`config.mk`:
```
export PLATFORM = sky130hd
export DESIGN_NAME = desc_table
export DESIGN_NICKNAME = d
export VERILOG_FILES = /design/src/rtl/desc_table.sv
export SDC_FILE = /design/constraint.sdc
export NUM_CORES = 1
export LEC_CHECK = 0
export BUFFER_PORTS_ARGS = -buffer_cell sky130_fd_sc_hd__buf_2
export CAP_MARGIN = 20
export CORE_ASPECT_RATIO = 0.7
export CORE_MARGIN = 5
export CORE_UTILIZATION = 45
export DETAILED_ROUTE_END_ITERATION = 8
export SLEW_MARGIN = 20
export SYNTH_ARGS = -nofsm -noshare
export SYNTH_HDL_FRONTEND = slang
export SYNTH_SLANG_ARGS = --single-unit
```
`constraint.sdc`:
```
create_clock -name sck -period 2.4 [get_ports sck]
set_input_delay 0 -clock sck [delete_from_list [all_inputs] [get_ports sck]]
set_output_delay 0 -clock sck [all_outputs]
set_load 0.02 [all_outputs]
```
`src/rtl/desc_table.sv`:
```
`timescale 1ns/1ps

module desc_table #(
    parameter int ENTRIES = 16,
    parameter int BASE_W  = 10,
    parameter int CNT_W   = 9
) (
    input  logic                       sck,
    input  logic                       rst,
    input  logic                       clear,
    input  logic [$clog2(ENTRIES)-1:0] clear_idx,
    input  logic                       wr_en,
    input  logic [$clog2(ENTRIES)-1:0] wr_idx,
    input  logic [BASE_W-1:0]          wr_base,
    input  logic [CNT_W-1:0]           wr_count,
    input  logic [$clog2(ENTRIES)-1:0] rd_idx,
    output logic [BASE_W-1:0]          rd_base,
    output logic [CNT_W-1:0]           rd_count
);

    logic [BASE_W-1:0] base_q  [ENTRIES];
    logic [CNT_W-1:0]  count_q [ENTRIES];

    always_ff @(posedge sck) begin
        if (rst) begin
            for (int i = 0; i < ENTRIES; i++) begin
                base_q[i]  <= '0;
                count_q[i] <= '0; // unused buffers read as empty
            end
        end else begin
            if (clear) begin // wipe sweep, one entry a cycle
                base_q[clear_idx]  <= '0;
                count_q[clear_idx] <= '0;
            end
            if (wr_en) begin
                base_q[wr_idx]  <= wr_base;
                count_q[wr_idx] <= wr_count;
            end
        end
    end

    always_ff @(posedge sck) begin
        rd_base  <= base_q[rd_idx];
        rd_count <= count_q[rd_idx];
    end

endmodule

```
[Word-level counts from Yosys, hierarchy flattened]
Memories as Yosys holds them, arrays and structs flattened. A register that Yosys moved wholly into a read port is not among the register bits.
Cells that the tools add are included.
Word-level totals
  bits in registers: 0
  RAM bits: 304
  bits of input ports: 35
  output and inout bits: 19
  logic and storage cells: 26
  memories: 2
Cells by class
  multiplexer cells: 20
  reductions and logical operators: 4
Memories
  base_q: words 16, bits a word 10, rd ports 1, clocked after Yosys merged registers in 1, wr ports 16, RTL line 21  | logic [BASE_W-1:0] base_q [ENTRIES];
  count_q: words 16, bits a word 9, rd ports 1, clocked after Yosys merged registers in 1, wr ports 16, RTL line 22  | logic [CNT_W-1:0] count_q [ENTRIES];
Operator list (number)
  two-way mux 10 bit: 2
  OR reduction 10 bit: 2
  two-way mux 9 bit: 2
  OR reduction 9 bit: 2
  two-way mux 4 bit: 4
  two-way mux 1 bit: 12

[Depth between registers and ports, before layout]
Gate-level depths: netlist of run 1.
  depth in word-level cells: 5
  depth in mapped cells: 6
  gate-level depth less buffers: 3

[Worst setup path before layout of run 1]
Ideal clock, no wire load.
  kind: input-to-reg
  start: input wr_idx[2]
  end: memory base_q[0][0] (enable)
  library setup time: 0.376 ns
  data arrival time: 1.406 ns
  data required time: 2.024 ns
  setup slack: 0.618 ns
  stages: 4
  path buffers: 1
  cell sequence: or4b_1 > nor3_1 > buf_2 > or3_1
RTL lines
  start: declaration: RTL line 13  | input logic [$clog2(ENTRIES)-1:0] wr_idx,
  end: declaration: RTL line 21

==> metrics.md, run 1 <==
| Metric | Value |
|---|---|
| Clk_lat worst skew | `0.57 ns` |
| I/O Buffers | `53` |
| Synth warnings | `0` |
| CTS tree | `built` |
| Post-CTS Resized | `0` |
| Synth area leaders | `edfxtp_1 (64%), and2_1 (13%), mux4_2 (12%)` |
| Seq/Total Area, Yosys | `67.00%` |
| Cell breakdown of the critical path | `mux4_2, a22oi_1, nand2_1` |
| Delay-heaviest family, CP | `compound AO/OA/AOI/OAI gates` |
| Slowest stage delay, CP | `0.59 ns` |
| Worst Setup Start Kind | `register` |
| Required time worst endpoint | `2.83 ns` |
| WL/cell | `25.20 um` |
| Top-area cell type share of the netlist area | `64.32%` |
| Synth Flop Type | `edfxtp_1` |
| Synthesis-stage register bit count | `323` |
| RD Place Congestion | `0.7838` |
| Setup Skew | `0.01243 ns` |
| Post-synthesis async set-or-reset flop share | `0%` |
| Internal power | `9681 uW` |
| Highest Clock Rate | `0.6068 GHz` |
| Initial antenna violation count | `0` |
| Place WS | `0.3983 ns` |
| Post-CTS Setup Bufs | `0` |
| Nets@finish | `1014` |
| Num CTS Buffers | `31` |
| Mapped Avg Cell Area | `15.72 um2` |
| Gr usage total | `20.58%` |
| Final setup violating endpoints | `0` |
| FP Rows | `54` |
| Die extent in y | `158.6 um` |
| Switching part of the total | `22.40%` |
| DIE WIDTH | `222.3 um` |
| Post-Route WL | `35.88 mm` |
| Total congestion overflow | `0` |
| Critical Path End Type | `register` |
| Slew Limit Fails | `0` |
| CTS Sinks | `323` |
| Sequential share of power | `53.3%` |
| Peak VDD IR | `560.9 uV` |
| Crit Path Class | `register to register` |
| CTS root buf | `clkbuf_16` |
| Power density cells | `768.6 nW/um2` |
| Synth area leader | `edfxtp_1` |
| Cells after Synth | `903` |
| Vias in the first global route | `7933` |
| Min Tclk post-route | `1.648 ns` |
| Setup ws final | `0.7519 ns` |
| Slowest cell on crit path | `a22oi_1` |
| First-pass GRT wire length | `53.25 mm` |
| RSZ-0062 raised after global routing | `no` |
| First-pass DRT Iterations | `5` |
| DR vias/cell | `5.419` |
| Post-Syn Nets | `938` |
| Die ar. | `35250 um2` |
| Placed Instances | `1345` |
| Slew @ Worst Pin | `1.098 ns` |
| Fin. Hold Viols | `0` |
| CTS max path bufs | `3` |
| Fillers | `2576` |
| Fin crit share | `68.67%` |
| Initial core utilization | `45.57%` |
| Clk pwr share | `38.6%` |
| Via count | `7716` |
| Worst Hold Class | `input pin to register` |
| CORE AREA | `31150 um2` |
| CP Data Arrival Time | `2.07 ns` |
| Commonest cells in the netlist | `and2_1 (305), edfxtp_1 (304), mux4_2 (76), clkbuf_1 (55), a22oi_1 (38)` |
| Most frequent cell after synthesis | `and2_1` |
| Setup_tns | `0 ns` |
| Relative slew margins | `26.48%` |
| DP Wirelength | `21.08 mm` |
| Syn Std Cell Area | `14190 um2` |
| EDFF count, synth | `304` |
| Combinational Power Share | `8.1%` |
| Post-route ant nets | `0` |
| Non-Filler Instances | `1424` |
| I/O pin count | `54` |
| Clk slew on worst S/H paths | `0.07 ns` |
| Largest net degree at the start of global routing | `31` |
| Bufs and invs on worst path | `0` |
| 1st-iter DRT viols | `740` |
| Area grow syn2layout | `14.38%` |
| Outcome | `finished, final reports clean` |
| Psw | `2795 uW` |
| Max_cap viols | `0` |
| CTS H-tree depth | `1` |
| Synth cell types | `18` |
| Pleak | `0.005778 uW` |
| CP Max Fanout | `1` |
| Ratio of cells with drive above 1 in the final layout | `22.03%` |
| DRC viols | `0` |
-- stage by stage --
| step | cell area [um2] | util, % | total power, uW | hold slack (ns) |
|---|---|---|---|---|
| floorplan | 14190 | - | 7307 | 0.1982 |
| global placement | 15040 | 48.29 | 7756 | 0.4222 |
| detailed placement | 15040 | 48.29 | 7765 | 0.4206 |
| CTS | 16230 | 52.11 | 12570 | 0.02287 |
| global route | 16230 | 52.11 | 12890 | 0.05365 |
| finish | 16230 | 52.12 | 12480 | 0.04781 |
-- cells in the final DEF (no fill, tap or decap), types with 9 or more instances in the layout --
cell type,n
clkbuf_1,9
edfxtp_1,304
or3_1,16
and2_1,305
nor2_1,24
clkinv_1,9
mux4_2,76
buf_2,51
dfxtp_1,19
clkbuf_16,31
nand2_1,21
buf_4,46
a22oi_1,38
dlygate4sd3_1,21
-- kinds of logic after synthesis --
group / after synthesis / share of synthesized area (%)
AO/OA/AOI/OAI: 38 / 2.010
flip-flops: 323 / 67.00
buffers and inverters: 77 / 2.433
multiplexers: 76 / 12.06
AND/OR/NAND/NOR: 389 / 16.49
-- final cells by class --
class,count,area (um2),area share [%]
tap,420,525.5,3.237
timing repair buffer,120,850.8,5.241
clock inverter,15,142.6,0.8787
multi-input combinational,503,4365,26.89
antenna,1,2.502,0.01542
sequential,323,9509,58.58
clock buffer,42,837.1,5.156
-- layer usage --
layer / wire length (um) / global-route usage (%) / up-vias
li1: - / - / 3472
met1: 16580 / 30.19 / 3989
met2: 16140 / 32.15 / 213
met3: 2632 / 5.142 / 42
met4: 533 / 3.461 / 0
met5: 0 / 0 / -
-- worst paths after layout --
kind                                             startpoint             endpoint  slack, ns  depth (start not counted)
worst min register to register  count_q[7][0]$_SDFFCE_PN0P_  rd_count[0]$_DFF_P_       0.66                          3
worst max register to register  base_q[11][9]$_SDFFCE_PN0P_   rd_base[9]$_DFF_P_       0.75                          3
worst max-delay path            base_q[11][9]$_SDFFCE_PN0P_   rd_base[9]$_DFF_P_       0.75                          3
worst min-delay path                              rd_idx[2]   rd_base[7]$_DFF_P_       0.05                          4
-- power by group through the flow --
stage	combinational, uW	sequential (uW)	clock (uW)
2_1_floorplan	543	6760	0
3_3_place_gp	989	6770	0
3_5_place_dp	995	6770	0
4_1_cts	1020	6650	4900
5_1_grt	1090	6680	5120
6_report	1020	6650	4810
-- flip-flops by register name, indices dropped and copies added, names as in the netlist --
signal,flops
rd_count,9
rd_base,10
count_q,144
base_q,160
-- repair_timing --
item / in CTS / in global routing
setup endpoints to repair: 0 / 0
endpoints found under the hold margin: 305 / 0
hold buffers: 21 / 0
-- worst register-to-register path, stage by stage, from the launching register on --
cell	delay, ns
edfxtp_1	0.36
mux4_2	0.46
a22oi_1	0.59
nand2_1	0.09
No activity file was read; power rests on OpenSTA's default activity.
==> run 2, diff against run 1 <==
==> constraint.sdc (replaced) <==
create_clock -name sck -period 1.52 [get_ports sck]
set_input_delay 0 -clock sck [delete_from_list [all_inputs] [get_ports sck]]
set_output_delay 0 -clock sck [all_outputs]
set_load 0.02 [all_outputs]
==> metrics.md, run 2 (same netlist as run 1, synthesis figures left out) <==
| Metric | Value |
|---|---|
| Setup Skew | `0.02602 ns` |
| RD Place Congestion | `0.8621` |
| Worst Hold Launch | `rd_idx[2]` |
| Psw | `4458 uW` |
| Highest Clock Rate | `0.6871 GHz` |
| Post-Route WL | `35.25 mm` |
| CTS root buf | `clkbuf_16` |
| Total congestion overflow | `0` |
| Outcome | `finished, final reports clean` |
| I/O Buffers | `53` |
| RSZ-0062 raised after global routing | `no` |
| CORE AREA | `31150 um2` |
| Post-CTS Setup Bufs | `0` |
| Max_cap viols | `0` |
| Initial antenna violation count | `3` |
| Die extent in y | `158.6 um` |
| Clk_lat worst skew | `0.58 ns` |
| Area grow syn2layout | `18.71%` |
| Clk slew on worst S/H paths | `0.07 ns` |
| CP Max Fanout | `1` |
| Post-route ant nets | `0` |
| Ratio of cells with drive above 1 in the final layout | `25.61%` |
| Fin. Hold Viols | `0` |
| Crit Path Class | `register to register` |
| Required time worst endpoint | `1.95 ns` |
| DR vias/cell | `5.385` |
| Final setup violating endpoints | `0` |
| I/O pin count | `54` |
| Setup_tns | `0 ns` |
| CTS H-tree depth | `1` |
| DP Wirelength | `21.86 mm` |
| Combinational Power Share | `8.9%` |
| Switching part of the total | `21.98%` |
| Non-Filler Instances | `1451` |
| Pleak | `0.006065 uW` |
| Critical Path End Type | `register` |
| Placed Instances | `1374` |
| Internal power | `15820 uW` |
| DIE WIDTH | `222.3 um` |
| Worst Hold Class | `input pin to register` |
| Num CTS Buffers | `31` |
| Slew @ Worst Pin | `1.100 ns` |
| Largest net degree at the start of global routing | `28` |
| WL/cell | `24.30 um` |
| Worst Setup Start Kind | `register` |
| Most common cell after layout, fill and taps aside | `and2_1` |
| Largest regs | `base_q: 160 flops, count_q: 144 flops, rd_base: 10 flops` |
| Fin crit share | `95.75%` |
| Power density cells | `1204 nW/um2` |
| Gr usage total | `20.04%` |
| Slew Limit Fails | `0` |
| Initial core utilization | `45.57%` |
| Via count | `7814` |
| First-pass GRT wire length | `52.46 mm` |
| CP Data Arrival Time | `1.89 ns` |
| Fillers | `2502` |
| 1st-iter DRT viols | `826` |
| Sequential share of power | `51.7%` |
| Reg-to-Reg Start | `base_q[11][8]$_SDFFCE_PN0P_` |
| CTS tree | `built` |
| Min Tclk post-route | `1.455 ns` |
| Most frequent cells in the layout | `and2_1 (305), edfxtp_1 (304), mux4_2 (76), buf_2 (51), buf_4 (50)` |
| Die ar. | `35250 um2` |
| Nets@finish | `1041` |
| Reg with most FFs | `base_q` |
| First-pass DRT Iterations | `5` |
| N_diodes | `0` |
| Max FFs per register | `160` |
| CTS max path bufs | `3` |
| Clk pwr share | `39.4%` |
| DRC viols | `0` |
| Setup crit start | `base_q[11][8]$_SDFFCE_PN0P_` |
| Peak VDD IR | `760.7 uV` |
| FP Rows | `54` |
| Vias in the first global route | `7901` |
| CTS Sinks | `323` |
| Relative slew margins | `26.35%` |
## run 2: final cells by class
class | count | area (um2) | area share [%]
sequential | 323 | 9509 | 56.44
multi-input combinational | 503 | 4390 | 26.06
timing repair buffer | 147 | 1361 | 8.080
clock buffer | 49 | 933.4 | 5.540
tap | 420 | 525.5 | 3.119
clock inverter | 9 | 127.6 | 0.7575
## run 2: per-layer routing
metal,vias to the layer above,GRT usage (%),part of all wire [%]
li1,3532,-,-
met1,4031,30.01,46
met2,208,31.42,45
met3,43,4.110,7.0
met4,0,3.168,1.4
met5,-,0,0
## run 2: critical path, stage by stage (launching register included)
cell and delay, ns:
edfxtp_1 0.37, mux4_2 0.47, a22oi_1 0.23, buf_4 0.18, nand2_1 0.06
## run 2: power groups by stage
stage / registers [uW] / clock network, uW / logic (uW)
global route: 10500 / 8520 / 1910
global placement: 10700 / 0 / 1760
CTS: 10500 / 8140 / 1810
finish: 10500 / 8000 / 1800
floorplan: 10700 / 0 / 865
detailed placement: 10700 / 0 / 1770
## run 2: path summary, 6_finish.rpt
check,endpoint,slack [ns],cells past startpoint
setup reg to reg,rd_base[8]$_DFF_P_,0.06,4
setup / recovery,rd_base[8]$_DFF_P_,0.06,4
hold / removal,rd_base[4]$_DFF_P_,0.05,5
hold reg to reg,rd_base[4]$_DFF_P_,0.65,3
## run 2: per-stage QoR
step                      total power (uW)  setup WS (ns)  hold slack [ns]  area [um2]  util (%)
after floorplan                      11540      0.0008022           0.1982       14220         -
after global placement               12420        -0.1164           0.4224       15590     50.06
after detailed placement             12450        -0.1612           0.4186       15590     50.06
after CTS                            20440        0.02667          0.02630       16840     54.07
after global routing                 20960        0.01280          0.07891       16850     54.09
final                                20280        0.06463          0.05009       16850     54.09
## run 2: repair_timing
item | 4_1_cts | 5_1_grt
hold buffers | 19 | 0
endpoints found under the hold margin | 303 | 0
setup endpoints to repair | 0 | 1
gates resized for setup | 0 | 1
