<file path="src/rtl/scene_pkg.sv">
package scene_pkg;

    // ========================================================================
    // word widths
    // ========================================================================
    localparam int COORD_W = 16;          // one fixed-point coordinate
    localparam int VTX_W   = 3 * COORD_W; // x, y, z
    localparam int TRANS_W = 9 * COORD_W; // 3x3 matrix, row major

    // ========================================================================
    // host opcodes
    // ========================================================================
    typedef enum logic [3:0] {
        OP_WIPE        = 4'd0,
        OP_VERT_HDR    = 4'd1,
        OP_TRI_HDR     = 4'd2,
        OP_CREATE_INST = 4'd3,
        OP_UPDATE_INST = 4'd4
    } scene_op_t;

    // loader FSM states
    typedef enum logic [2:0] {
        ST_IDLE,
        ST_WIPE,
        ST_VERT_HDR,
        ST_VERT_DATA,
        ST_TRI_HDR,
        ST_TRI_DATA,
        ST_INST
    } loader_state_t;

endpackage

</file>
<file path="src/rtl/inst_lookup.sv">
`timescale 1ns/1ps

module inst_lookup import scene_pkg::*; #(
    parameter int INST_NUM = 64,
    parameter int VBUF_NUM = 16,
    parameter int TBUF_NUM = 16,
    parameter int IID_W = $clog2(INST_NUM),
    parameter int VB_W  = $clog2(VBUF_NUM),
    parameter int TB_W  = $clog2(TBUF_NUM)
) (
    input  logic               sck,
    input  logic               rst,
    input  logic               link_we,
    input  logic [IID_W-1:0]   link_idx,
    input  logic [VB_W-1:0]    link_vbuf,
    input  logic [TB_W-1:0]    link_tbuf,
    input  logic               draw_valid,
    input  logic [IID_W-1:0]   draw_inst_id,
    output logic [IID_W-1:0]   xform_rd_addr,
    input  logic [TRANS_W-1:0] xform_rd_data,
    output logic [VB_W-1:0]    vdesc_rd_idx,
    output logic [TB_W-1:0]    tdesc_rd_idx,
    output logic               draw_rsp_valid,
    output logic [TRANS_W-1:0] draw_transform
);

    logic [VB_W-1:0] vbuf_link [INST_NUM];
    logic [TB_W-1:0] tbuf_link [INST_NUM];
    logic            s1_valid;
    logic            s2_valid;

    always_ff @(posedge sck) begin
        if (link_we) begin
            vbuf_link[link_idx] <= link_vbuf;
            tbuf_link[link_idx] <= link_tbuf;
        end
    end

    // ========================================================================
    // stage 1: transform RAM and link read, stage 2: descriptor read
    // ========================================================================
    assign xform_rd_addr = draw_inst_id;

    always_ff @(posedge sck) begin
        vdesc_rd_idx   <= vbuf_link[draw_inst_id];
        tdesc_rd_idx   <= tbuf_link[draw_inst_id];
        draw_transform <= xform_rd_data; // lines up with the descriptors
    end

    always_ff @(posedge sck) begin
        if (rst) begin
            s1_valid <= 1'b0;
            s2_valid <= 1'b0;
        end else begin
            s1_valid <= draw_valid;
            s2_valid <= s1_valid;
        end
    end

    assign draw_rsp_valid = s2_valid;

endmodule

</file>
<file path="config.mk">
export PLATFORM = sky130hd
export DESIGN_NAME = inst_lookup
export DESIGN_NICKNAME = d
export VERILOG_FILES = /design/src/rtl/scene_pkg.sv /design/src/rtl/inst_lookup.sv
export SDC_FILE = /design/constraint.sdc
export NUM_CORES = 1
export LEC_CHECK = 0
export BUFFER_PORTS_ARGS = -buffer_cell sky130_fd_sc_hd__buf_4
export CELL_PAD_IN_SITES_DETAIL_PLACEMENT = 1
export CELL_PAD_IN_SITES_GLOBAL_PLACEMENT = 1
export CORE_MARGIN = 5
export CORE_UTILIZATION = 30
export DETAILED_ROUTE_END_ITERATION = 8
export GPL_TIMING_DRIVEN = 0
export PLACE_DENSITY = 0.64
export SYNTH_ARGS = -nofsm -noshare
export SYNTH_HDL_FRONTEND = slang
export SYNTH_SLANG_ARGS = --single-unit
</file>
<file path="constraint.sdc">
create_clock -name sck -period 2.4 [get_ports sck]
set_input_delay 0.12 -clock sck [delete_from_list [all_inputs] [get_ports sck]]
set_output_delay 0.12 -clock sck [all_outputs]
set_load 0.005 [all_outputs]
</file>
* Word-level counts from Yosys, hierarchy flattened
Memory sizes are Yosys's and may differ from the RTL's. A register that Yosys moved wholly into a read port is not among the register bits.
Index checks and enable logic that the tools add are counted.
Widths: inputs -> output; s select.
** Word-level totals
- Output and inout port bits :: 159
- RAM bits :: 512
- Flip-flop bits (word level) :: 146
- Word-level logic and storage cells :: 7
- Memories :: 2
- Input bits :: 168
** Memory list
- tbuf_link :: words 64, bits a word 4, rd ports 1, clocked after Yosys merged registers in 1, write ports 1, RTL line inst_lookup.sv:28 : logic [TB_W-1:0] tbuf_link [INST_NUM];
- vbuf_link :: words 64, bits a word 4, rd ports 1, clocked after Yosys merged registers in 1, write ports 1, RTL line inst_lookup.sv:27 : logic [VB_W-1:0] vbuf_link [INST_NUM];
** Cells by class
- Multiplexer cells :: 2
** Operator list (number)
- $mux 1 :: 2

* Depth between registers and ports, before layout
Gate-level depths: netlist of the first run.
- Depth after elaboration :: 2
- Gate-level depth with buffers :: 8
- Mapped depth without buffers :: 5

* Worst setup path before layout of the first run
No wires, ideal clock.
- Path type :: input-to-reg
- From :: in link_idx[3]
- To :: mem tbuf_link[15][0] (netlist name) (enable)
- Required time :: 2.030 ns
- Slack :: 0.712 ns
- Path buffers :: 2
- Cell stages on the path :: 4
- Arrival :: 1.318 ns
- Setup time :: 0.370 ns
- Cell sequence :: clkbuf_1 > or3b_2 > clkbuf_1 > nor2_1
** RTL lines
- from (decl) :: RTL line inst_lookup.sv:14 : input logic [IID_W-1:0] link_idx,
- to (decl) :: RTL line inst_lookup.sv:28
No word-level cell before the write port.

==> results of run 1 <==
-- synthesized netlist by cell type, types with 2 or more instances --
master | n | share of area [%]
a2111oi_0 | 3 | 0.11
a211oi_1 | 3 | 0.098
a21oi_1 | 3 | 0.065
a221oi_1 | 4 | 0.15
a22o_1 | 3 | 0.11
a22oi_1 | 5 | 0.16
a31oi_1 | 13 | 0.35
a32o_1 | 3 | 0.13
buf_1 | 4 | 0.065
buf_2 | 12 | 0.26
buf_4 | 16 | 0.52
clkbuf_1 | 23 | 0.37
dfxtp_1 | 154 | 13
edfxtp_1 | 512 | 67
inv_1 | 3 | 0.049
mux2i_1 | 17 | 0.74
mux4_2 | 125 | 12
nand2_1 | 24 | 0.39
nand2b_1 | 2 | 0.054
nand3_1 | 19 | 0.41
nand3b_1 | 6 | 0.20
nor2_1 | 76 | 1.2
nor2b_1 | 14 | 0.38
nor3_1 | 4 | 0.087
o211ai_1 | 3 | 0.098
o21ai_0 | 11 | 0.24
o221ai_1 | 7 | 0.27
o22ai_1 | 20 | 0.54
or3b_2 | 2 | 0.076
-- flip-flops by register name, indices dropped and copies added, names as in the netlist --
| name | cells |
|---|---|
| draw_rsp_valid | 1 |
| tdesc_rd_idx | 4 |
| draw_transform | 144 |
| vbuf_link | 256 |
| vdesc_rd_idx | 4 |
| s1_valid | 1 |
| tbuf_link | 256 |
-- worst max-delay path by stage --
stage	slack, ps	cells after the start	endpoint
floorplan	710	4	tbuf_link[15][0]
global placement	-340	7	vdesc_rd_idx[0]
detailed placement	-380	6	tdesc_rd_idx[1]
CTS	230	5	vdesc_rd_idx[0]
global route	150	7	vdesc_rd_idx[0]
finish	80	6	tdesc_rd_idx[1]
-- per-stage QoR --
step / instances / setup slack (ps) / TNS (ps) / area, um^2
4_1_cts: 2731 / 229 / 0 / 30500
3_5_place_dp: 2453 / -376 / -20520 / 26700
3_3_place_gp: 2453 / -339 / -8540 / 26700
5_1_grt: 2732 / 149 / 0 / 30500
2_1_floorplan: 1102 / 712 / 0 / 23000
6_report: 2737 / 75.3 / 0 / 30500
-- cell type report --
| type | instances | area [um^2] |
|---|---|---|
| Sequential cell | 666 | 18500 |
| Timing Repair Buffer | 468 | 3880 |
| Tap cell | 1030 | 1290 |
| Fill cell | 7468 | 45500 |
| Clock buffer | 108 | 2120 |
| Multi-Input combinational cell | 376 | 4250 |
| Buffer | 57 | 308 |
| Clock inverter | 23 | 209 |
| Inverter | 3 | 11.3 |
| Antenna cell | 6 | 15.0 |
-- worst max-delay path: stages --
cell	delay (ps)
buf_2	310
clkbuf_1	1010
mux4_2	470
o22ai_1	90
o21ai_0	530
a32o_1	300
-- cells by family (layout without fill, tap and decap cells) --
kind of cell    after synthesis  count (layout)  synth area share [%]
simple gates                150             150                  2.92
compound gates               83              83                  2.53
flops                       666             666                  80.2
buf+inv                      60             659                  1.39
other cells                   0               6                     0
mux                         143             143                  13.0
-- power by group through the flow --
stage | sequential [uW] | clock [uW] | combinational, uW
floorplan | 12900 | 0 | 525
global placement | 12900 | 0 | 1470
detailed placement | 12900 | 0 | 1500
CTS | 12700 | 11200 | 1700
global route | 12700 | 11700 | 1800
finish | 12700 | 11000 | 1710
-- routing by layer --
layer	GRT usage [%]	wire length, um	vias up
li1	-	-	5551
met1	21.4	27800	6856
met2	28.9	35600	698
met3	6.30	7260	134
met4	6.03	2260	4
met5	0	27	-
-- what timing repair did --
item | 4_1_cts | 5_1_grt
hold buffers | 147 | 0
endpoints found under the setup margin | 0 | 0
resized for setup | 0 | 0
hold endpoints to repair | 147 | 0
==> impl_metrics.tcl, run 1 <==
set metrics [dict create \
    status "complete, no violations" \
    root_buffer "clkbuf_16" \
    vias_per_cell 4.84 \
    numPortBuffers 321 \
    p_int_uw 19800 \
    power_uw 25300 \
    async_flop_share_pct 0 \
    clock.fmax_mhz 430 \
    holdPathEnd "tbuf_link[41][3]" \
    syn_inst 1102 \
    cts.clk_slew.worst_paths_ps 60 \
    layout_min_cycle_time_ps 2320 \
    yosys_warnings 0 \
    avgSynthCellArea_um2 20.9 \
    die_h_um 287 \
    synth_cell_types 40 \
    hold_depth 1 \
    clock_path_buffers 3 \
    cts_inserted_buffers 73 \
    cts_tree "yes" \
    grt_pass1_vias 14700 \
    startpoint_type "input pin" \
    yosys_register_bits 666 \
    drt_iter0_drc 1275 \
    hold_violations 0 \
    switching_share_pct 22.0 \
    arrival_ps 2850 \
    drc 0 \
    die_x_um 287 \
    synth_edf_count 512 \
    p_comb_share_pct 6.7 \
    syn2layout_area_growth_pct 32.6 \
    ir_drop_mv 0.541 \
    timing.slew.headroom_pct 11.9 \
    final_common_cell "edfxtp_1" \
    synth_flop_cell "edfxtp_1" \
    synth_fp_nets 1270 \
    fp.dieArea_um2 82400 \
    p_switching_uw 5560 \
    rows 101 \
    fin_skew_ps 23.5 \
    place_hpwl_um 45800 \
    grt.total_usage_pct 17.5 \
    grt_max_degree 65 \
    required_ps 2920 \
    design.core.area_um2 76100 \
    vias 13200 \
    power_density_nw_per_um2 830 \
    grt_pass1_wl_um 104000 \
    wl_um 72900 \
    endpoint_kind "flip-flop" \
    io_pins 327 \
    r2r-start "vbuf_link[3][0]" \
    clockPowerShare_pct 43.2 \
    tightest_slew_ps 1320 \
    cp_max_fo 10 \
    final_cell_mix "512 x edfxtp_1, 337 x buf_4, 154 x dfxtp_1" \
    wire_per_inst_um 26.6 \
    h-tree-depth 3 \
    whs_ps 68.7 \
    utilization_pct 40.1 \
    yosysSeqAreaShare_pct 80.2 \
    r2r_end "vdesc_rd_idx[0]" \
    fin_crit_sh_pct 96.9 \
    ant_nets 0 \
    gp_congestion 0.947 \
    finalNetCount 1813 \
    reg2regPathDepth 5 \
    clock-sinks 666 \
    setup_viol 0 \
    final_max_slew_viol_count 0 \
    holdCritStartpoint "link_tbuf[3]" \
    worst-setup-path-type "input pin to flip-flop" \
    grt_overflow_total 0 \
    initial_core_util_pct 30.3 \
    antenna_found_initial 7 \
    seq_power_share_pct 50.0 \
    setup.worst_path.start "draw_inst_id[1]" \
    drv_cap 0 \
    synth_area_um2 23000 \
    clk-insertion-delay-late_ps 620 \
    postCtsSetupRepairBufs 0 \
    drive_above_1_share_pct 34.6 \
    hold_class "input pin to flip-flop" \
    rsz0062_at_grt "no" \
    p_leak_uw 0.0106 \
    reg2reg_slack_ps 260 \
    dr.pass1.iters 5 \
]
Note: power is estimated with default switching activity, not from simulation.
==> run 2: changes to the inputs <==
- ABC_AREA: unset -> 1
- CORE_MARGIN: 5 -> unset
- MAX_ROUTING_LAYER: unset -> met4
- PLACE_DENSITY: 0.64 -> 0.66
==> impl_metrics.tcl, run 2 <==
set metrics [dict create \
    place_hpwl_um 57100 \
    cp_slowest_cell "nor2_1" \
    h-tree-depth 3 \
    syn_inst 1958 \
    root_buffer "clkbuf_16" \
    utilization_pct 40.1 \
    final_max_slew_viol_count 0 \
    synth_top_area_cell "edfxtp_1" \
    finalNonFillerCells 3615 \
    finalNetCount 2670 \
    post-place-cells 3329 \
    fin_skew_ps 18.0 \
    dr.pass1.iters 5 \
    grt_use_met1_pct 26.1 \
    drv_cap 0 \
    synth_fp_nets 2126 \
    final_common_cell "nand2_1" \
    worst-setup-path-type "input pin to flip-flop" \
    fin_crit_sh_pct 87.3 \
    vias_per_cell 4.89 \
    hold_violations 0 \
    layout_min_cycle_time_ps 2090 \
    clock-sinks 666 \
    fp.dieArea_um2 81900 \
    io_pins 327 \
    cp_max_fo 8 \
    grt_overflow_total 0 \
    die_x_um 286 \
    startpoint_type "input pin" \
    status "complete, no violations" \
    clock.fmax_mhz 477 \
    yosys-top-cells-count "648 x nand2_1, 512 x edfxtp_1, 440 x nand3_1" \
    grt_pass1_wl_um 125000 \
    cts.clk_slew.worst_paths_ps 60 \
    numPortBuffers 321 \
    yosysSeqAreaShare_pct 76.2 \
    timing.slew.headroom_pct 25.9 \
    endpoint_kind "flip-flop" \
    p_leak_uw 0.0123 \
    rows 103 \
    grt_pass1_vias 19100 \
    cts_tree "yes" \
    rsz0062_at_grt "no" \
    wire_per_inst_um 23.9 \
    cts_inserted_buffers 74 \
    largestRegisters "tbuf_link: 256 flops, vbuf_link: 256 flops, draw_transform: 144 flops" \
    yosys_warnings 0 \
    gr-max-usage-layer "met2" \
    syn2layout_area_growth_pct 31.6 \
    gp_congestion 0.953 \
    ys_top_cells_by_area "edfxtp_1 63%, dfxtp_1 13%, nand2_1 10%" \
    clk-insertion-delay-late_ps 630 \
    antenna_found_initial 5 \
    initial_core_util_pct 30.5 \
    grt_max_degree 65 \
    die_h_um 286 \
    drt_iter0_drc 1372 \
    tightest_slew_ps 1110 \
    drc 0 \
    met3_usage_pct 3.95 \
    final_cell_mix "648 x nand2_1, 512 x edfxtp_1, 440 x nand3_1" \
    vias 17700 \
    yosys_register_bits 666 \
    hold_class "input pin to flip-flop" \
    required_ps 2640 \
    ant_nets 0 \
    whs_ps 91.0 \
    crit_family "simple AND/OR/NAND/NOR gates" \
    arrival_ps 2330 \
    cp_num_buf_inv 1 \
    synth_area_um2 24200 \
    synth_edf_count 512 \
    synth_cell_types 15 \
    setup_viol 0 \
    ir_drop_mv 0.424 \
    wl_um 86200 \
    cpPeakStageDelay_ps 1150 \
    power_density_nw_per_um2 820 \
    path_cells "clkbuf_1, nand4_1, nor2_1" \
    synth.most_common_cell "nand2_1" \
    grt.total_usage_pct 21.6 \
    synth_flop_cell "edfxtp_1" \
    design.core.area_um2 79500 \
    drive_above_1_share_pct 20.7 \
    synth_top_area_share_pct 63.5 \
    async_flop_share_pct 0 \
    avgSynthCellArea_um2 12.4 \
    grt_use_met2_pct 35.8 \
    clock_path_buffers 3 \
]
## run 2: cell types whose count changed after synthesis, moves of 9 or more
cell / before / now
buf_6: 1 / 23
buf_4: 16 / 26
nor2b_1: 14 / 0
nor2_1: 76 / 66
o21ai_0: 11 / 0
a31oi_1: 13 / 0
mux4_2: 125 / 0
nand3_1: 19 / 440
clkbuf_1: 23 / 9
mux2i_1: 17 / 0
buf_2: 12 / 44
o22ai_1: 20 / 0
nand2_1: 24 / 648
inv_1: 3 / 12
## run 2: cell type report
type | count | area (um^2)
inverters | 14 | 57.6
plain buffers | 116 | 783
multi-input cells | 1162 | 4930
diodes | 6 | 15.0
fillers | 8501 | 47600
repair buffers | 468 | 3880
flip-flops and latches | 666 | 18500
well taps | 1050 | 1310
clock buffers | 101 | 2100
clock inverters | 32 | 349
## run 2: power breakdown
part           total, uW  switching (uW)  internal (uW)  leakage, uW
clock              11400            4790           6630      0.00120
combinational       2040            1240            810      0.00523
sequential         12700            74.3          12600      0.00591
## run 2: stage by stage
step / instance area [um^2] / TNS (ps) / total power (uW) / setup slack, ps
after CTS: 31900 / 0 / 26300 / 419
after global routing: 31900 / 0 / 26900 / 367
final: 31900 / 0 / 26100 / 305
after global placement: 28000 / -2970 / 14700 / -109
after detailed placement: 28000 / -17650 / 14700 / -242
after floorplan: 24200 / 0 / 13600 / 1000
## run 2: metal layers
metal	part of all wire, %	wire [um]
met1	41	35200
met5	0	0
met2	49	42300
met3	6.8	5900
met4	3.3	2840
## run 2: final timing paths
path         cells past startpoint  slack, ps          endpoint              from
min reg2reg                      2        440    draw_rsp_valid          s1_valid
min                              1         90  tbuf_link[35][3]      link_tbuf[3]
max                              3        310  tbuf_link[15][2]           link_we
max reg2reg                      8        940   vdesc_rd_idx[2]  vbuf_link[35][2]
## run 2: cells by family (layout without fill, tap and decap cells)
logic type	count (synthesis)	in the layout	synth area share, %
buf+inv	130	731	3.47
other cells	0	6	0
flops	666	666	76.2
simple gates	1162	1162	20.4
## run 2: timing repair
action,in CTS,in global routing
gates resized for setup,0,0
hold buffers,147,0
setup endpoints to repair,0,0
buffers inserted,0,0
hold endpoints to repair,154,0
==> run 3: changes to the inputs <==
- RECOVER_POWER: unset -> 100
==> impl_metrics.tcl, run 3 (synthesized netlist as in run 2, its figures left out) <==
set metrics [dict create \
    syn2layout_area_growth_pct 30.1 \
    reg2regPathDepth 8 \
    grt.total_usage_pct 21.6 \
    hold_violations 0 \
    die_h_um 286 \
    drive_above_1_share_pct 17.1 \
    power_density_nw_per_um2 827 \
    numPortBuffers 321 \
    vias 17600 \
    largestRegisters "tbuf_link: 256 flops, vbuf_link: 256 flops, draw_transform: 144 flops" \
    io_pins 327 \
    design.core.area_um2 79500 \
    antenna_found_initial 5 \
    rsz0062_at_grt "no" \
    timing.slew.headroom_pct -24.5 \
    drt_iter0_drc 1436 \
    ant_nets 0 \
    grt_max_degree 65 \
    endpoint_kind "flip-flop" \
    grt_pass1_vias 19100 \
    vias_per_cell 4.88 \
    wl_um 85900 \
    clock.fmax_mhz 456 \
    cts_inserted_buffers 74 \
    hold_class "input pin to flip-flop" \
    tightest_slew_ps 1870 \
    fp.dieArea_um2 81900 \
    fin_skew_ps 19.4 \
    h-tree-depth 3 \
    grt_overflow_total 0 \
    nFillCells 8557 \
    cts.clk_slew.worst_paths_ps 60 \
    initial_core_util_pct 30.5 \
    p_leak_uw 0.0120 \
    drc 0 \
    cts_tree "yes" \
    postCtsSetupRepairBufs 0 \
    ir_drop_mv 0.417 \
    whs_ps 153 \
    hold_depth 2 \
    final_common_cell "nand2_1" \
    required_ps 2950 \
    root_buffer "clkbuf_16" \
    dr.pass1.iters 5 \
    final_max_slew_viol_count 519 \
    clock_path_buffers 3 \
    fin_crit_sh_pct 91.4 \
    startpoint_type "input pin" \
    worst-setup-path-type "input pin to flip-flop" \
    postCtsHoldBufs 147 \
    wire_per_inst_um 23.8 \
    gp_congestion 0.953 \
    final_cell_mix "648 x nand2_1, 512 x edfxtp_1, 440 x nand3_1" \
    grt_pass1_wl_um 125000 \
    arrival_ps 2750 \
    clk-insertion-delay-late_ps 630 \
    finalNetCount 2670 \
    layout_min_cycle_time_ps 2190 \
    failed_checks "max-capacitance violations, max-slew violations" \
    status "finished with violations" \
    fin_setup_tns_ps 0 \
    cp_max_fo 10 \
    utilization_pct 39.6 \
    drv_cap 7 \
    die_x_um 286 \
    rows 103 \
    place_hpwl_um 57100 \
    clock-sinks 666 \
    setup_viol 0 \
    post_cts_resized 0 \
]
-- run 3: changes by cell type in the layout (fill, tap and decap cells not counted) --
cell / change
clkbuf_1: +94
diode_2: -1
buf_1: -2
clkbuf_4: +213
clkbuf_2: +8
buf_2: -1
buf_4: -312
-- run 3: per-stage QoR --
stage | cell area (um^2) | worst slack [ps] | power (uW) | std cells
floorplan | 24200 | 1000 | 13600 | 1958
global placement | 28000 | -109 | 14700 | 3329
detailed placement | 28000 | -242 | 14700 | 3329
CTS | 31900 | 419 | 26300 | 3609
global route | 31500 | 192 | 26900 | 3614
finish | 31500 | 206 | 26100 | 3614
-- run 3: area by class of cell --
| type | instances | area, um^2 | area share, % |
|---|---|---|---|
| antenna | 5 | 12.5 | 0.0397 |
| buffer | 116 | 782 | 2.48 |
| clock buffer | 101 | 2100 | 6.67 |
| clock inverter | 32 | 349 | 1.11 |
| inverter | 14 | 57.6 | 0.183 |
| multi-input combinational | 1162 | 4930 | 15.6 |
| sequential | 666 | 18500 | 58.5 |
| tap | 1050 | 1310 | 4.17 |
| timing repair buffer | 468 | 3520 | 11.2 |
-- run 3: final timing paths --
kind / startpoint / endpoint / slack, ps
min reg2reg: s1_valid / draw_rsp_valid / 430
max reg2reg: vbuf_link[35][2] / vdesc_rd_idx[2] / 920
min: xform_rd_data[47] / draw_transform[47] / 150
max: draw_inst_id[2] / tdesc_rd_idx[3] / 210
-- run 3: report_power, final --
group | switching, uW | internal [uW] | leakage [uW]
registers | 69.4 | 12600 | 0.00591
logic | 1230 | 724 | 0.00485
clock network | 4800 | 6630 | 0.00120
-- run 3: critical path, stage by stage --
cell	delay [ps]
clkbuf_1	380
clkbuf_1	620
clkbuf_1	680
nand3_1	340
nand2_1	190
nand2_1	80
nand3_1	100
nand3_1	80
nand2_1	140
-- run 3: per-layer routing --
metal / global-route usage, % / up-vias / wire (um)
li1: - / 7896 / -
met1: 26.1 / 8850 / 34700
met2: 35.8 / 749 / 42200
met3: 3.95 / 142 / 6060
met4: 8.18 / 0 / 2890
met5: - / - / 0
