`config.mk`:
```
export PLATFORM = sky130hd
export DESIGN_NAME = scene_loader
export DESIGN_NICKNAME = d
export VERILOG_FILES = /design/src/rtl/scene_pkg.sv /design/src/rtl/scene_loader.sv
export SDC_FILE = /design/constraint.sdc
export NUM_CORES = 1
export LEC_CHECK = 0
export ABC_AREA = 1
export ABC_CLOCK_PERIOD_IN_PS = 13000
export BUFFER_PORTS_ARGS = -buffer_cell sky130_fd_sc_hd__buf_2
export CORE_AREA = 2 2 236 238
export CTS_CLUSTER_DIAMETER = 200
export DETAILED_ROUTE_END_ITERATION = 16
export DIE_AREA = 0 0 238 240
export SYNTH_ARGS = -nofsm -noshare
export SYNTH_HDL_FRONTEND = slang
export SYNTH_SLANG_ARGS = --single-unit
```
`constraint.sdc`:
```
create_clock -name sck -period 13 [get_ports sck]
set_input_delay 0.65 -clock sck [delete_from_list [all_inputs] [get_ports sck]]
set_output_delay 0.65 -clock sck [all_outputs]
set_load 0.1 [all_outputs]
```
`src/rtl/scene_pkg.sv`:
```
package scene_pkg;

    // ========================================================================
    // word widths
    // ========================================================================
    localparam int COORD_W = 16;          // one fixed-point coordinate
    localparam int VTX_W   = 3 * COORD_W; // x, y, z
    localparam int TRANS_W = 9 * COORD_W; // 3x3 matrix, row major

    // ========================================================================
    // host opcodes
    // ========================================================================
    typedef enum logic [3:0] {
        OP_WIPE        = 4'd0,
        OP_VERT_HDR    = 4'd1,
        OP_TRI_HDR     = 4'd2,
        OP_CREATE_INST = 4'd3,
        OP_UPDATE_INST = 4'd4
    } scene_op_t;

    // loader FSM states
    typedef enum logic [2:0] {
        ST_IDLE,
        ST_WIPE,
        ST_VERT_HDR,
        ST_VERT_DATA,
        ST_TRI_HDR,
        ST_TRI_DATA,
        ST_INST
    } loader_state_t;

endpackage

```
`src/rtl/scene_loader.sv`:
```
`timescale 1ns/1ps

module scene_loader import scene_pkg::*; #(
    parameter int VERT_DEPTH = 1024,
    parameter int TRI_DEPTH  = 1024,
    parameter int INST_NUM   = 64,
    parameter int VBUF_NUM   = 16,
    parameter int TBUF_NUM   = 16,
    parameter int MAX_CNT    = 256,
    parameter int VA_W  = $clog2(VERT_DEPTH),
    parameter int TA_W  = $clog2(TRI_DEPTH),
    parameter int IID_W = $clog2(INST_NUM),
    parameter int VB_W  = $clog2(VBUF_NUM),
    parameter int TB_W  = $clog2(TBUF_NUM),
    parameter int CNT_W = $clog2(MAX_CNT) + 1,
    parameter int TRI_W = 3 * $clog2(MAX_CNT),
    parameter int CLR_N = (VBUF_NUM > TBUF_NUM) ? VBUF_NUM : TBUF_NUM,
    parameter int CLR_W = $clog2(CLR_N)
) (
    input  logic               sck,
    input  logic               rst,
    // host side
    input  logic               opcode_valid,
    input  logic [3:0]         opcode,
    input  logic               vert_hdr_valid,
    input  logic [VB_W-1:0]    vert_buf_id,
    input  logic [VA_W-1:0]    vert_base,
    input  logic [CNT_W-1:0]   vert_count,
    input  logic               vert_valid,
    input  logic [VTX_W-1:0]   vert_in,
    input  logic               tri_hdr_valid,
    input  logic [TB_W-1:0]    tri_buf_id,
    input  logic [TA_W-1:0]    tri_base,
    input  logic [CNT_W-1:0]   tri_count,
    input  logic               tri_valid,
    input  logic [TRI_W-1:0]   tri_in,
    input  logic               inst_valid,
    input  logic [IID_W-1:0]   inst_id_in,
    input  logic [VB_W-1:0]    inst_vbuf,
    input  logic [TB_W-1:0]    inst_tbuf,
    input  logic [TRANS_W-1:0] transform_in,
    output logic               busy,
    // write side
    output logic               vert_we,
    output logic [VA_W-1:0]    vert_waddr,
    output logic [VTX_W-1:0]   vert_wdata,
    output logic               tri_we,
    output logic [TA_W-1:0]    tri_waddr,
    output logic [TRI_W-1:0]   tri_wdata,
    output logic               xform_we,
    output logic [IID_W-1:0]   xform_waddr,
    output logic [TRANS_W-1:0] xform_wdata,
    output logic               link_we,
    output logic [IID_W-1:0]   link_idx,
    output logic [VB_W-1:0]    link_vbuf,
    output logic [TB_W-1:0]    link_tbuf,
    output logic               vdesc_we,
    output logic [VB_W-1:0]    vdesc_idx,
    output logic [VA_W-1:0]    vdesc_base,
    output logic [CNT_W-1:0]   vdesc_count,
    output logic               tdesc_we,
    output logic [TB_W-1:0]    tdesc_idx,
    output logic [TA_W-1:0]    tdesc_base,
    output logic [CNT_W-1:0]   tdesc_count,
    output logic               desc_clear,
    output logic [CLR_W-1:0]   clear_idx
);

    loader_state_t    state;
    logic [VA_W-1:0]  v_base;    // latched from header
    logic [TA_W-1:0]  t_base;
    logic [CNT_W-1:0] cur_cnt;
    logic [CNT_W-1:0] ctr;       // words taken so far
    logic [CLR_W-1:0] clr_cnt;
    logic             inst_create; // create vs update

    // a registered write still in flight keeps the host held off
    assign busy = (state != ST_IDLE) | vert_we | tri_we | xform_we | link_we
                | vdesc_we | tdesc_we;

    assign desc_clear = (state == ST_WIPE);
    assign clear_idx  = clr_cnt;

    always_ff @(posedge sck) begin
        if (rst) begin
            state       <= ST_IDLE;
            vert_we     <= 1'b0;
            tri_we      <= 1'b0;
            xform_we    <= 1'b0;
            link_we     <= 1'b0;
            vdesc_we    <= 1'b0;
            tdesc_we    <= 1'b0;
            ctr         <= '0;
            clr_cnt     <= '0;
            inst_create <= 1'b0;
        end else begin
            vert_we  <= 1'b0; // strobes last one cycle
            tri_we   <= 1'b0;
            xform_we <= 1'b0;
            link_we  <= 1'b0;
            vdesc_we <= 1'b0;
            tdesc_we <= 1'b0;

            case (state)
                ST_IDLE: if (opcode_valid && !busy) begin
                    case (scene_op_t'(opcode))
                        OP_WIPE: begin
                            clr_cnt <= '0;
                            state   <= ST_WIPE;
                        end
                        OP_VERT_HDR:    state <= ST_VERT_HDR;
                        OP_TRI_HDR:     state <= ST_TRI_HDR;
                        OP_CREATE_INST: begin
                            inst_create <= 1'b1;
                            state       <= ST_INST;
                        end
                        OP_UPDATE_INST: begin
                            inst_create <= 1'b0;
                            state       <= ST_INST;
                        end
                        default: state <= ST_IDLE; // unknown code dropped
                    endcase
                end

                ST_WIPE: begin
                    clr_cnt <= clr_cnt + 1'b1;
                    if (clr_cnt == CLR_W'(CLR_N - 1)) begin
                        state <= ST_IDLE;
                    end
                end

                ST_VERT_HDR: if (vert_hdr_valid) begin
                    vdesc_we    <= 1'b1;
                    vdesc_idx   <= vert_buf_id;
                    vdesc_base  <= vert_base;
                    vdesc_count <= vert_count;
                    v_base      <= vert_base;
                    cur_cnt     <= vert_count;
                    ctr         <= '0;
                    state       <= (vert_count == '0) ? ST_IDLE : ST_VERT_DATA;
                end

                ST_VERT_DATA: if (vert_valid) begin
                    vert_we    <= 1'b1;
                    vert_waddr <= v_base + VA_W'(ctr); // wraps on depth
                    vert_wdata <= vert_in;
                    ctr        <= ctr + 1'b1;
                    if (ctr + 1'b1 == cur_cnt) begin
                        state <= ST_IDLE;
                    end
                end

                ST_TRI_HDR: if (tri_hdr_valid) begin
                    tdesc_we    <= 1'b1;
                    tdesc_idx   <= tri_buf_id;
                    tdesc_base  <= tri_base;
                    tdesc_count <= tri_count;
                    t_base      <= tri_base;
                    cur_cnt     <= tri_count;
                    ctr         <= '0;
                    state       <= (tri_count == '0) ? ST_IDLE : ST_TRI_DATA;
                end

                ST_TRI_DATA: if (tri_valid) begin
                    tri_we    <= 1'b1;
                    tri_waddr <= t_base + TA_W'(ctr);
                    tri_wdata <= tri_in;
                    ctr       <= ctr + 1'b1;
                    if (ctr + 1'b1 == cur_cnt) begin
                        state <= ST_IDLE;
                    end
                end

                ST_INST: if (inst_valid) begin
                    xform_we    <= 1'b1;
                    xform_waddr <= inst_id_in;
                    xform_wdata <= transform_in;
                    link_we     <= inst_create; // update keeps the links
                    link_idx    <= inst_id_in;
                    link_vbuf   <= inst_vbuf;
                    link_tbuf   <= inst_tbuf;
                    state       <= ST_IDLE;
                end

                default: state <= ST_IDLE;
            endcase
        end
    end

endmodule

```
## Word level (Yosys, flattened, before mapping)

Cells that the tools add are included.

| cells by class | value |
|---|---|
| muxes and demuxes | 29 |
| equality and inequality tests | 20 |
| add/sub/neg operators | 4 |
| bitwise logic cells | 13 |
| reductions and logical operators | 28 |

Operators with widths:

| cell | number |
|---|---|
| two-way mux 9 bit | 6 |
| one-hot mux 9 bit (4 select lines) | 1 |
| two-way mux 3 bit | 9 |
| one-hot mux 3 bit (7 select lines) | 1 |
| AND reduction 3 bit | 7 |
| adder 10 x 9 -> 10 bit | 2 |
| zero test 9 bit | 2 |
| one-hot mux 9 bit (2 select lines) | 1 |
| inequality test 2 bit (second input constant) | 6 |
| one-hot mux 3 bit (4 select lines) | 1 |
| OR reduction 2 bit | 6 |
| adder 9 x 1 -> 9 bit (second input constant) | 1 |
| equality test 3 bit (second input constant) | 3 |
| equality test 9 bit | 1 |
| equality test 4 x 2 -> 1 bit (second input constant) | 2 |
| two-way mux 4 bit | 2 |
| one-hot mux 4 bit (2 select lines) | 1 |
| inverter 1 bit | 7 |
| AND reduction 7 bit | 1 |
| equality test 3 x 2 -> 1 bit (second input constant) | 2 |
| OR 1 bit | 6 |
| nonzero test 2 bit | 3 |
| two-way mux 1 bit | 5 |
| AND reduction 5 bit | 1 |
| 16 further kinds | 17 |

| word-level totals | value |
|---|---|
| output and inout port bits | 314 |
| register bits | 328 |
| logic and storage cells | 119 |

## Logic depth before layout (Yosys ltp)

Gate-level depths: netlist of the first run.

| depth | value |
|---|---|
| depth after elaboration | 11 |
| depth in mapped cells | 14 |
| gate-level depth less buffers | 14 |

## Worst setup path before layout of the first run

No wires, ideal clock.

| timing | value |
|---|---|
| path type | input-to-reg |
| start | input port rst |
| end | register link_idx[0] (enable) |
| library setup time | 0.870 ns |
| cell stages on the path | 2 |
| required time | 12.130 ns |
| path buffers | 1 |
| arrival time | 11.543 ns |
| slack | 0.588 ns |
| cell sequence | clkbuf_1 -> nor3_1 |

| between the ends | value |
|---|---|
| longest elaborated chain between the ends | 2 |

Ends and longest elaborated chain:

| element | RTL line | RTL |
|---|---|---|
| start: declaration | scene_loader.sv:21 | `input logic rst,` |
| inverter 1 bit (no line) | -- |  |
| AND reduction 3 bit (no line) | -- |  |
| end signal: assignment | scene_loader.sv:179 | `link_idx <= inst_id_in;` |
| end: declaration | scene_loader.sv:54 | `output logic [IID_W-1:0] link_idx,` |

Every way passes these cells.
A chain may end at the register's enable or synchronous reset.

## Worst setup path in the final report of the first run

| timing | value |
|---|---|
| start | register state[2] |
| end | register xform_wdata[60] (enable) |

| between the ends | value |
|---|---|
| longest elaborated chain between the ends | 2 |

Ends and longest elaborated chain:

| element | RTL line | RTL |
|---|---|---|
| start: declaration | scene_loader.sv:69 | `loader_state_t state;` |
| start signal: assignment | scene_loader.sv:140 | `state <= (vert_count == '0) ? ST_IDLE : ST_VERT_DATA;` |
| start signal: assignment | scene_loader.sv:161 | `state <= (tri_count == '0) ? ST_IDLE : ST_TRI_DATA;` |
| equality test 3 bit | scene_loader.sv:104 | `case (state)` |
| AND reduction 3 bit (no line) | -- |  |
| end signal: assignment | scene_loader.sv:177 | `xform_wdata <= transform_in;` |
| end: declaration | scene_loader.sv:52 | `output logic [TRANS_W-1:0] xform_wdata,` |

Every way passes these cells.

==> results by group, run 1 <==
Outcome
  • Status: completed

Critical path
  • Crit path launch type: register
  • Crit-path leading delay family: buffers and inverters
  • CP arrival: 3.30 ns
  • Critical-path maximum fanout: 90
  • Buf+Inv Stages, Crit Path: 3
  • Worst path slowest cell: buf_4
  • CP required: 13.16 ns
  • Critical Path, Cell by Cell: nand2_1, nor2_1, inv_1, nor3_2, buf_4, buf_4
  • Critical path class: reg -> reg
  • Slowest stage delay, CP: 1.00 ns
  • CP endpoint kind: register
  • Most common cell on crit path: buf_4

Placed design
  • PortBufs: 601
  • HPWL after DPL: 33200 um
  • Final RePlAce weighted congestion: 0.771
  • Area after DPL: 0.0154 sq mm

Layout
  • Filler Cell Count: 5518
  • Layout cells sized above 1: 0.508
  • Final #Nets: 1635
  • Area grow syn2layout: 45.0%
  • Final instance area: 0.0168 sq mm

Yosys
  • Syn nets: 1000
  • Yosys warns: 0
  • Post-synthesis sequential area ratio: 0.833
  • Top-area cell type share of the netlist area: 0.793
  • Synth Flop Type: edfxtp_1
  • #FFs+latches synth: 328
  • Cells after synthesis: 690
  • Number of synthesized flops with an enable pin: 305
  • Ranking of synthesized cells by area: edfxtp_1 (79%), dfxtp_1 (4.0%), nand2_1 (3.2%)
  • Synthesized area: 0.0116 sq mm
  • Fraction of registers with async set/reset: 0
  • Synth cell types: 37
  • Mean Syn Cell Area: 16.7 sq um
  • Area leader, netlist: edfxtp_1

Clocking
  • Reg clk slew, reported paths: 0.06 ns
  • Clk buf depth: 3
  • H-tree depth: 2
  • Root buf cell: clkbuf_16
  • TritonCTS clock tree: yes
  • Hold-fix buffers, CTS: 0
  • Postcts setup bufs: 0
  • Resized Gates After CTS: 0
  • CTS Buf Count: 38
  • Clock Sinks: 328
  • Skew-Pair Late Insertion Delay: 0.54 ns

Floorplanning
  • Site Rows: 86
  • Die Span Y: 240 um
  • Die area: 0.0571 sq mm
  • Die width: 238 um
  • Core ar.: 0.0547 sq mm
  • Starting density of the core: 0.211
  • Num ports: 602

Timing
  • Max-slew headroom: 0.204
  • Clk_skew: 0.0187 ns
  • Hold_ws: 0.278 ns
  • Unrepaired setup endpoints after global routing: no
  • Max-slew violation count: 0
  • Total negative slack: 0 ns
  • Fmax: 319 MHz
  • Worst-Margin Slew: 1.19 ns
  • Period minus WS final: 3.14 ns
  • Final Hold Fails: 0
  • Share of the cycle needed by the critical path after routing: 0.241
  • Final setup fails: 0

Global routing
  • Met3 Use GR: 0.0596
  • Antenna violations before repair: 13
  • Total track usage: 0.134
  • First-pass GRT wire length: 54300 um
  • Vias in the first global route: 7976
  • Grt ovf: 0
  • Met2 usage: 0.217
  • GR peak layer: met2
  • Met1 Resource Use GR: 0.158
  • Largest net degree at the start of global routing: 91

Drt
  • DRC Markers: 0
  • WL per Instance: 20.1 um
  • Vias: 8187
  • DR iter-0 viols: 481
  • 1st-pass router iterations: 7
  • Routed wire length: 41500 um
  • ANT nets after route: 0
  • Via density: 3.97

Power and ir drop
  • Power Total: 2.67 mW
  • Pwr Density: 159 mW/mm^2
  • Leakage power: 6.92 nW
  • Maximum vdd ir drop: 0.0898 mV

Job
  • Max Cap Viol: 0

Hold path
  • Min-delay worst type: in -> reg
==> registers in the layout, indices dropped and copies added (netlist names), 9 cells and up <==
name         cells
ctr              9
cur_cnt          9
t_base          10
tdesc_count      9
tri_waddr       10
tri_wdata       24
v_base          10
vdesc_count      9
vert_waddr      10
vert_wdata      48
xform_wdata    144
==> final timing paths <==
check	end	slack, ns	startpoint	cells after the start
worst min-delay path	xform_wdata[6]	0.28	transform_in[6]	1
worst max-delay path	xform_wdata[60]	9.86	state[2]	6
worst max register to register	xform_wdata[60]	9.86	state[2]	6
worst min register to register	link_we	0.48	inst_create	2
==> where the power goes <==
| group | leakage (nW) | internal [mW] | total [mW] | switching, mW |
|---|---|---|---|---|
| Sequential | 2.93 | 1.19 | 1.21 | 0.0174 |
| Combinational | 3.36 | 0.0766 | 0.344 | 0.267 |
| Clock | 0.634 | 0.674 | 1.12 | 0.442 |
==> metal layers <==
metal / vias to the layer above / routed length [um]
li1: 3785 / -
met1: 3945 / 16200
met2: 375 / 19900
met3: 70 / 4310
met4: 12 / 1060
met5: - / 81
==> stage by stage <==
stage	utilization	setup slack, ns	std cells
after floorplan	-	0.588	690
after global placement	0.282	9.72	1989
after detailed placement	0.282	9.63	1989
after CTS	0.306	9.84	2059
after global routing	0.306	9.57	2061
final	0.306	9.86	2061
==> cells in the mapped netlist (all sizes together) (7+ instances only) <==
library cell,count
a21oi,30
buf,7
dfxtp,23
edfxtp,305
ha,20
inv,52
nand2,107
nand3,34
nor2,40
nor3,10
o21ai,16
xnor2,9
xor2,10
==> logic make-up (layout without fill, tap and decap cells) <==
kind of cell	after synthesis	count (layout)	synth area share
DFF	328	328	0.833
adders and majority gates	22	22	0.0251
buffers and inverters	63	728	0.0225
xor gates and xnor gates	19	19	0.0144
AOI/OAI and AO/OA	58	58	0.0283
and+or+nand+nor	200	200	0.0771
other	0	2	0
==> worst register-to-register path: cells and delay by family (launching register included) <==
kind / cells / cell delay, ns
buf+inv: 3 / 1.87
simple gates: 3 / 0.36
flops: 1 / 0.46
==> area by class of cell <==
| cell class | count | area, sq um | share of cell area |
|---|---|---|---|
| multi-input cells | 299 | 1700 | 0.102 |
| repair buffers | 605 | 3040 | 0.181 |
| flip-flops and latches | 328 | 9620 | 0.574 |
| well taps | 704 | 881 | 0.0526 |
| inverters | 53 | 199 | 0.0119 |
| clock buffers | 49 | 1040 | 0.0623 |
| clock inverters | 21 | 262 | 0.0156 |
| diodes | 2 | 5.00 | 0.000299 |
==> placed cells by master (no fill, tap or decap), drive strengths merged <==
| cell | instances |
|---|---|
| buf | 605 |
| nor4 | 3 |
| diode | 2 |
| a31oi | 2 |
| or2 | 1 |
| a21oi | 30 |
| a211oi | 2 |
| clkbuf | 49 |
| nand3b | 4 |
| nand3 | 34 |
| o211a | 1 |
| ha | 20 |
| edfxtp | 305 |
| o21ai | 16 |
| dfxtp | 23 |
| fa | 2 |
| nor3 | 10 |
| a22oi | 1 |
| xor2 | 10 |
| o21bai | 2 |
| a31o | 1 |
| clkinvlp | 2 |
| xnor2 | 9 |
| nand2 | 107 |
| inv | 57 |
| nand4 | 1 |
| o31ai | 2 |
| clkinv | 10 |
| o2111ai | 1 |
| bufinv | 5 |
| nor2 | 40 |
(Power assumes the default switching activity.)
==> inputs of run 2 (changes only) <==
- ABC_CLOCK_PERIOD_IN_PS: 13000 -> 3300
- CORE_AREA: 2 2 236 238 -> 2 2 232 234
- DIE_AREA: 0 0 238 240 -> 0 0 234 236
- clock period: 13 -> 3.3 ns (I/O delays scaled with it)
==> results by group, run 2 (synthesis gave the netlist of run 1 again) <==
Drt
  • Via density: 4.05
  • ANT nets after route: 0
  • WL per Instance: 19.4 um
  • Routed wire length: 45500 um
  • DRC Markers: 0
  • Vias: 9462
  • 1st-pass router iterations: 4
  • DR iter-0 viols: 580

Timing
  • Total negative slack: 0 ns
  • Period minus WS final: 2.41 ns
  • Fmax: 415 MHz
  • Worst-Margin Slew: 0.627 ns
  • Share of the cycle needed by the critical path after routing: 0.731
  • Unrepaired setup endpoints after global routing: no
  • Clk_skew: 0.0254 ns
  • Final setup fails: 0
  • Max-slew headroom: 0.585
  • Max-slew violation count: 0
  • Final setup margin: 0.888 ns
  • Final Hold Fails: 0

Placed design
  • PortBufs: 601
  • HPWL after DPL: 34100 um
  • Final RePlAce weighted congestion: 0.862
  • Placement Setup Slack: 0.932 ns
  • Area after DPL: 0.0155 sq mm

Layout
  • Final Core Density: 0.369
  • Final instance area: 0.0196 sq mm
  • Max reg flops: 144
  • Most frequent cells in the layout: buf_2 (601), edfxtp_1 (305), dlygate4sd3_1 (284)
  • Multi-input gate area: 0.00172 sq mm
  • Number of diodes: 0
  • Filler Cell Count: 5067
  • Final #Nets: 1924
  • Largest Register: xform_wdata
  • Commonest non-fill, non-tap cell in the layout: buf_2
  • Layout cells sized above 1: 0.424
  • Seq. cell area: 0.00962 sq mm
  • Area grow syn2layout: 69.5%
  • Largest registers: xform_wdata: 144 flops, vert_wdata: 48 flops, tri_wdata: 24 flops

Clocking
  • H-tree depth: 2
  • Hold-fix buffers, CTS: 284
  • Clk buf depth: 3
  • Postcts setup bufs: 0
  • TritonCTS clock tree: yes
  • Resized Gates After CTS: 0
  • Skew-Pair Late Insertion Delay: 0.55 ns
  • Clock Sinks: 328
  • Root buf cell: clkbuf_16
  • Reg clk slew, reported paths: 0.06 ns
  • CTS Buf Count: 39

Global routing
  • Total track usage: 0.156
  • Vias in the first global route: 9796
  • Grt ovf: 0
  • Met2 usage: 0.250
  • Antenna violations before repair: 6
  • Largest net degree at the start of global routing: 84
  • Met1 Resource Use GR: 0.186
  • GR peak layer: met2
  • Met3 Use GR: 0.0690
  • First-pass GRT wire length: 62400 um

Hold path
  • Min-delay worst type: in -> reg
  • Hold endpoint: clear_idx[2]
  • Hold depth: 2
  • Hold path start: rst

Critical path
  • Critical-path maximum fanout: 6
  • Critical path class: reg -> reg
  • Cell depth of the worst flop-to-flop path: 12
  • CP arrival: 2.71 ns
  • Flop2flop setup slack: 0.89 ns
  • Crit path launch type: register
  • Worst reg2reg endpoint: vert_waddr[8]
  • Worst setup startpoint: ctr[0]
  • CP endpoint kind: register
  • Reg2reg start: ctr[0]
  • CP required: 3.60 ns

Floorplanning
  • Starting density of the core: 0.218
  • Site Rows: 85
  • Die Span Y: 236 um
  • Die area: 0.0552 sq mm
  • Die width: 234 um
  • Num ports: 602
  • Core ar.: 0.0531 sq mm

Power and ir drop
  • Leakage power: 8.11 nW
  • Pwr Density: 540 mW/mm^2
  • Power Total: 10.6 mW
  • Maximum vdd ir drop: 0.554 mV

Outcome
  • Status: completed

Job
  • Max Cap Viol: 0
==> run 2: changes by cell type in the layout (fill, tap and decap cells not counted), sizes merged, moves of 3 or more <==
cell         before  now
bufinv            5    2
buf             605  609
dlygate4sd3       0  284
clkinv           10   16
clkbuf           49   46
==> run 2: report_power, final <==
part	switching (mW)	internal [mW]	leakage, nW
sequential	0.0788	4.69	2.93
combinational	1.15	0.532	4.59
clock	1.73	2.39	0.588
==> run 2: cell type report <==
| type | instances | area share |
|---|---|---|
| clock inverter | 24 | 0.0103 |
| timing repair buffer | 893 | 0.304 |
| multi-input combinational | 299 | 0.0878 |
| inverter | 53 | 0.0102 |
| tap | 696 | 0.0445 |
| sequential | 328 | 0.491 |
| clock buffer | 46 | 0.0523 |
==> run 2: worst max path at each step <==
stage,slack (ns),end,cells past startpoint
floorplan,-1.55,link_idx[0],5
global placement,1.01,vert_waddr[8],12
detailed placement,0.93,vert_waddr[8],12
CTS,0.92,vert_waddr[8],12
global route,0.68,vert_waddr[8],12
finish,0.89,vert_waddr[8],12
==> run 2: layer usage <==
metal | vias to the layer above | routed length [um]
li1 | 4361 | -
met1 | 4536 | 17800
met2 | 457 | 21000
met3 | 96 | 5280
met4 | 12 | 1310
met5 | - | 72
==> run 2: critical path, cell delays in order, from the launching register on <==
cell and delay, ns:
dfxtp_1 0.48, ha_1 0.25, inv_1 0.08, fa_1 0.42, o21ai_0 0.34, nand2_1 0.09, nand2_1 0.07, nand2_1 0.05
nand2_1 0.08, nand2_1 0.05, nand2_1 0.06, a21oi_1 0.07, xnor2_1 0.12
==> run 2: stage by stage <==
step | hold slack [ns] | instances
after global routing | 0.0998 | 2339
final | 0.0934 | 2339
after detailed placement | 0.343 | 1985
after CTS | 0.0571 | 2339
after global placement | 0.342 | 1985
after floorplan | 0.264 | 690
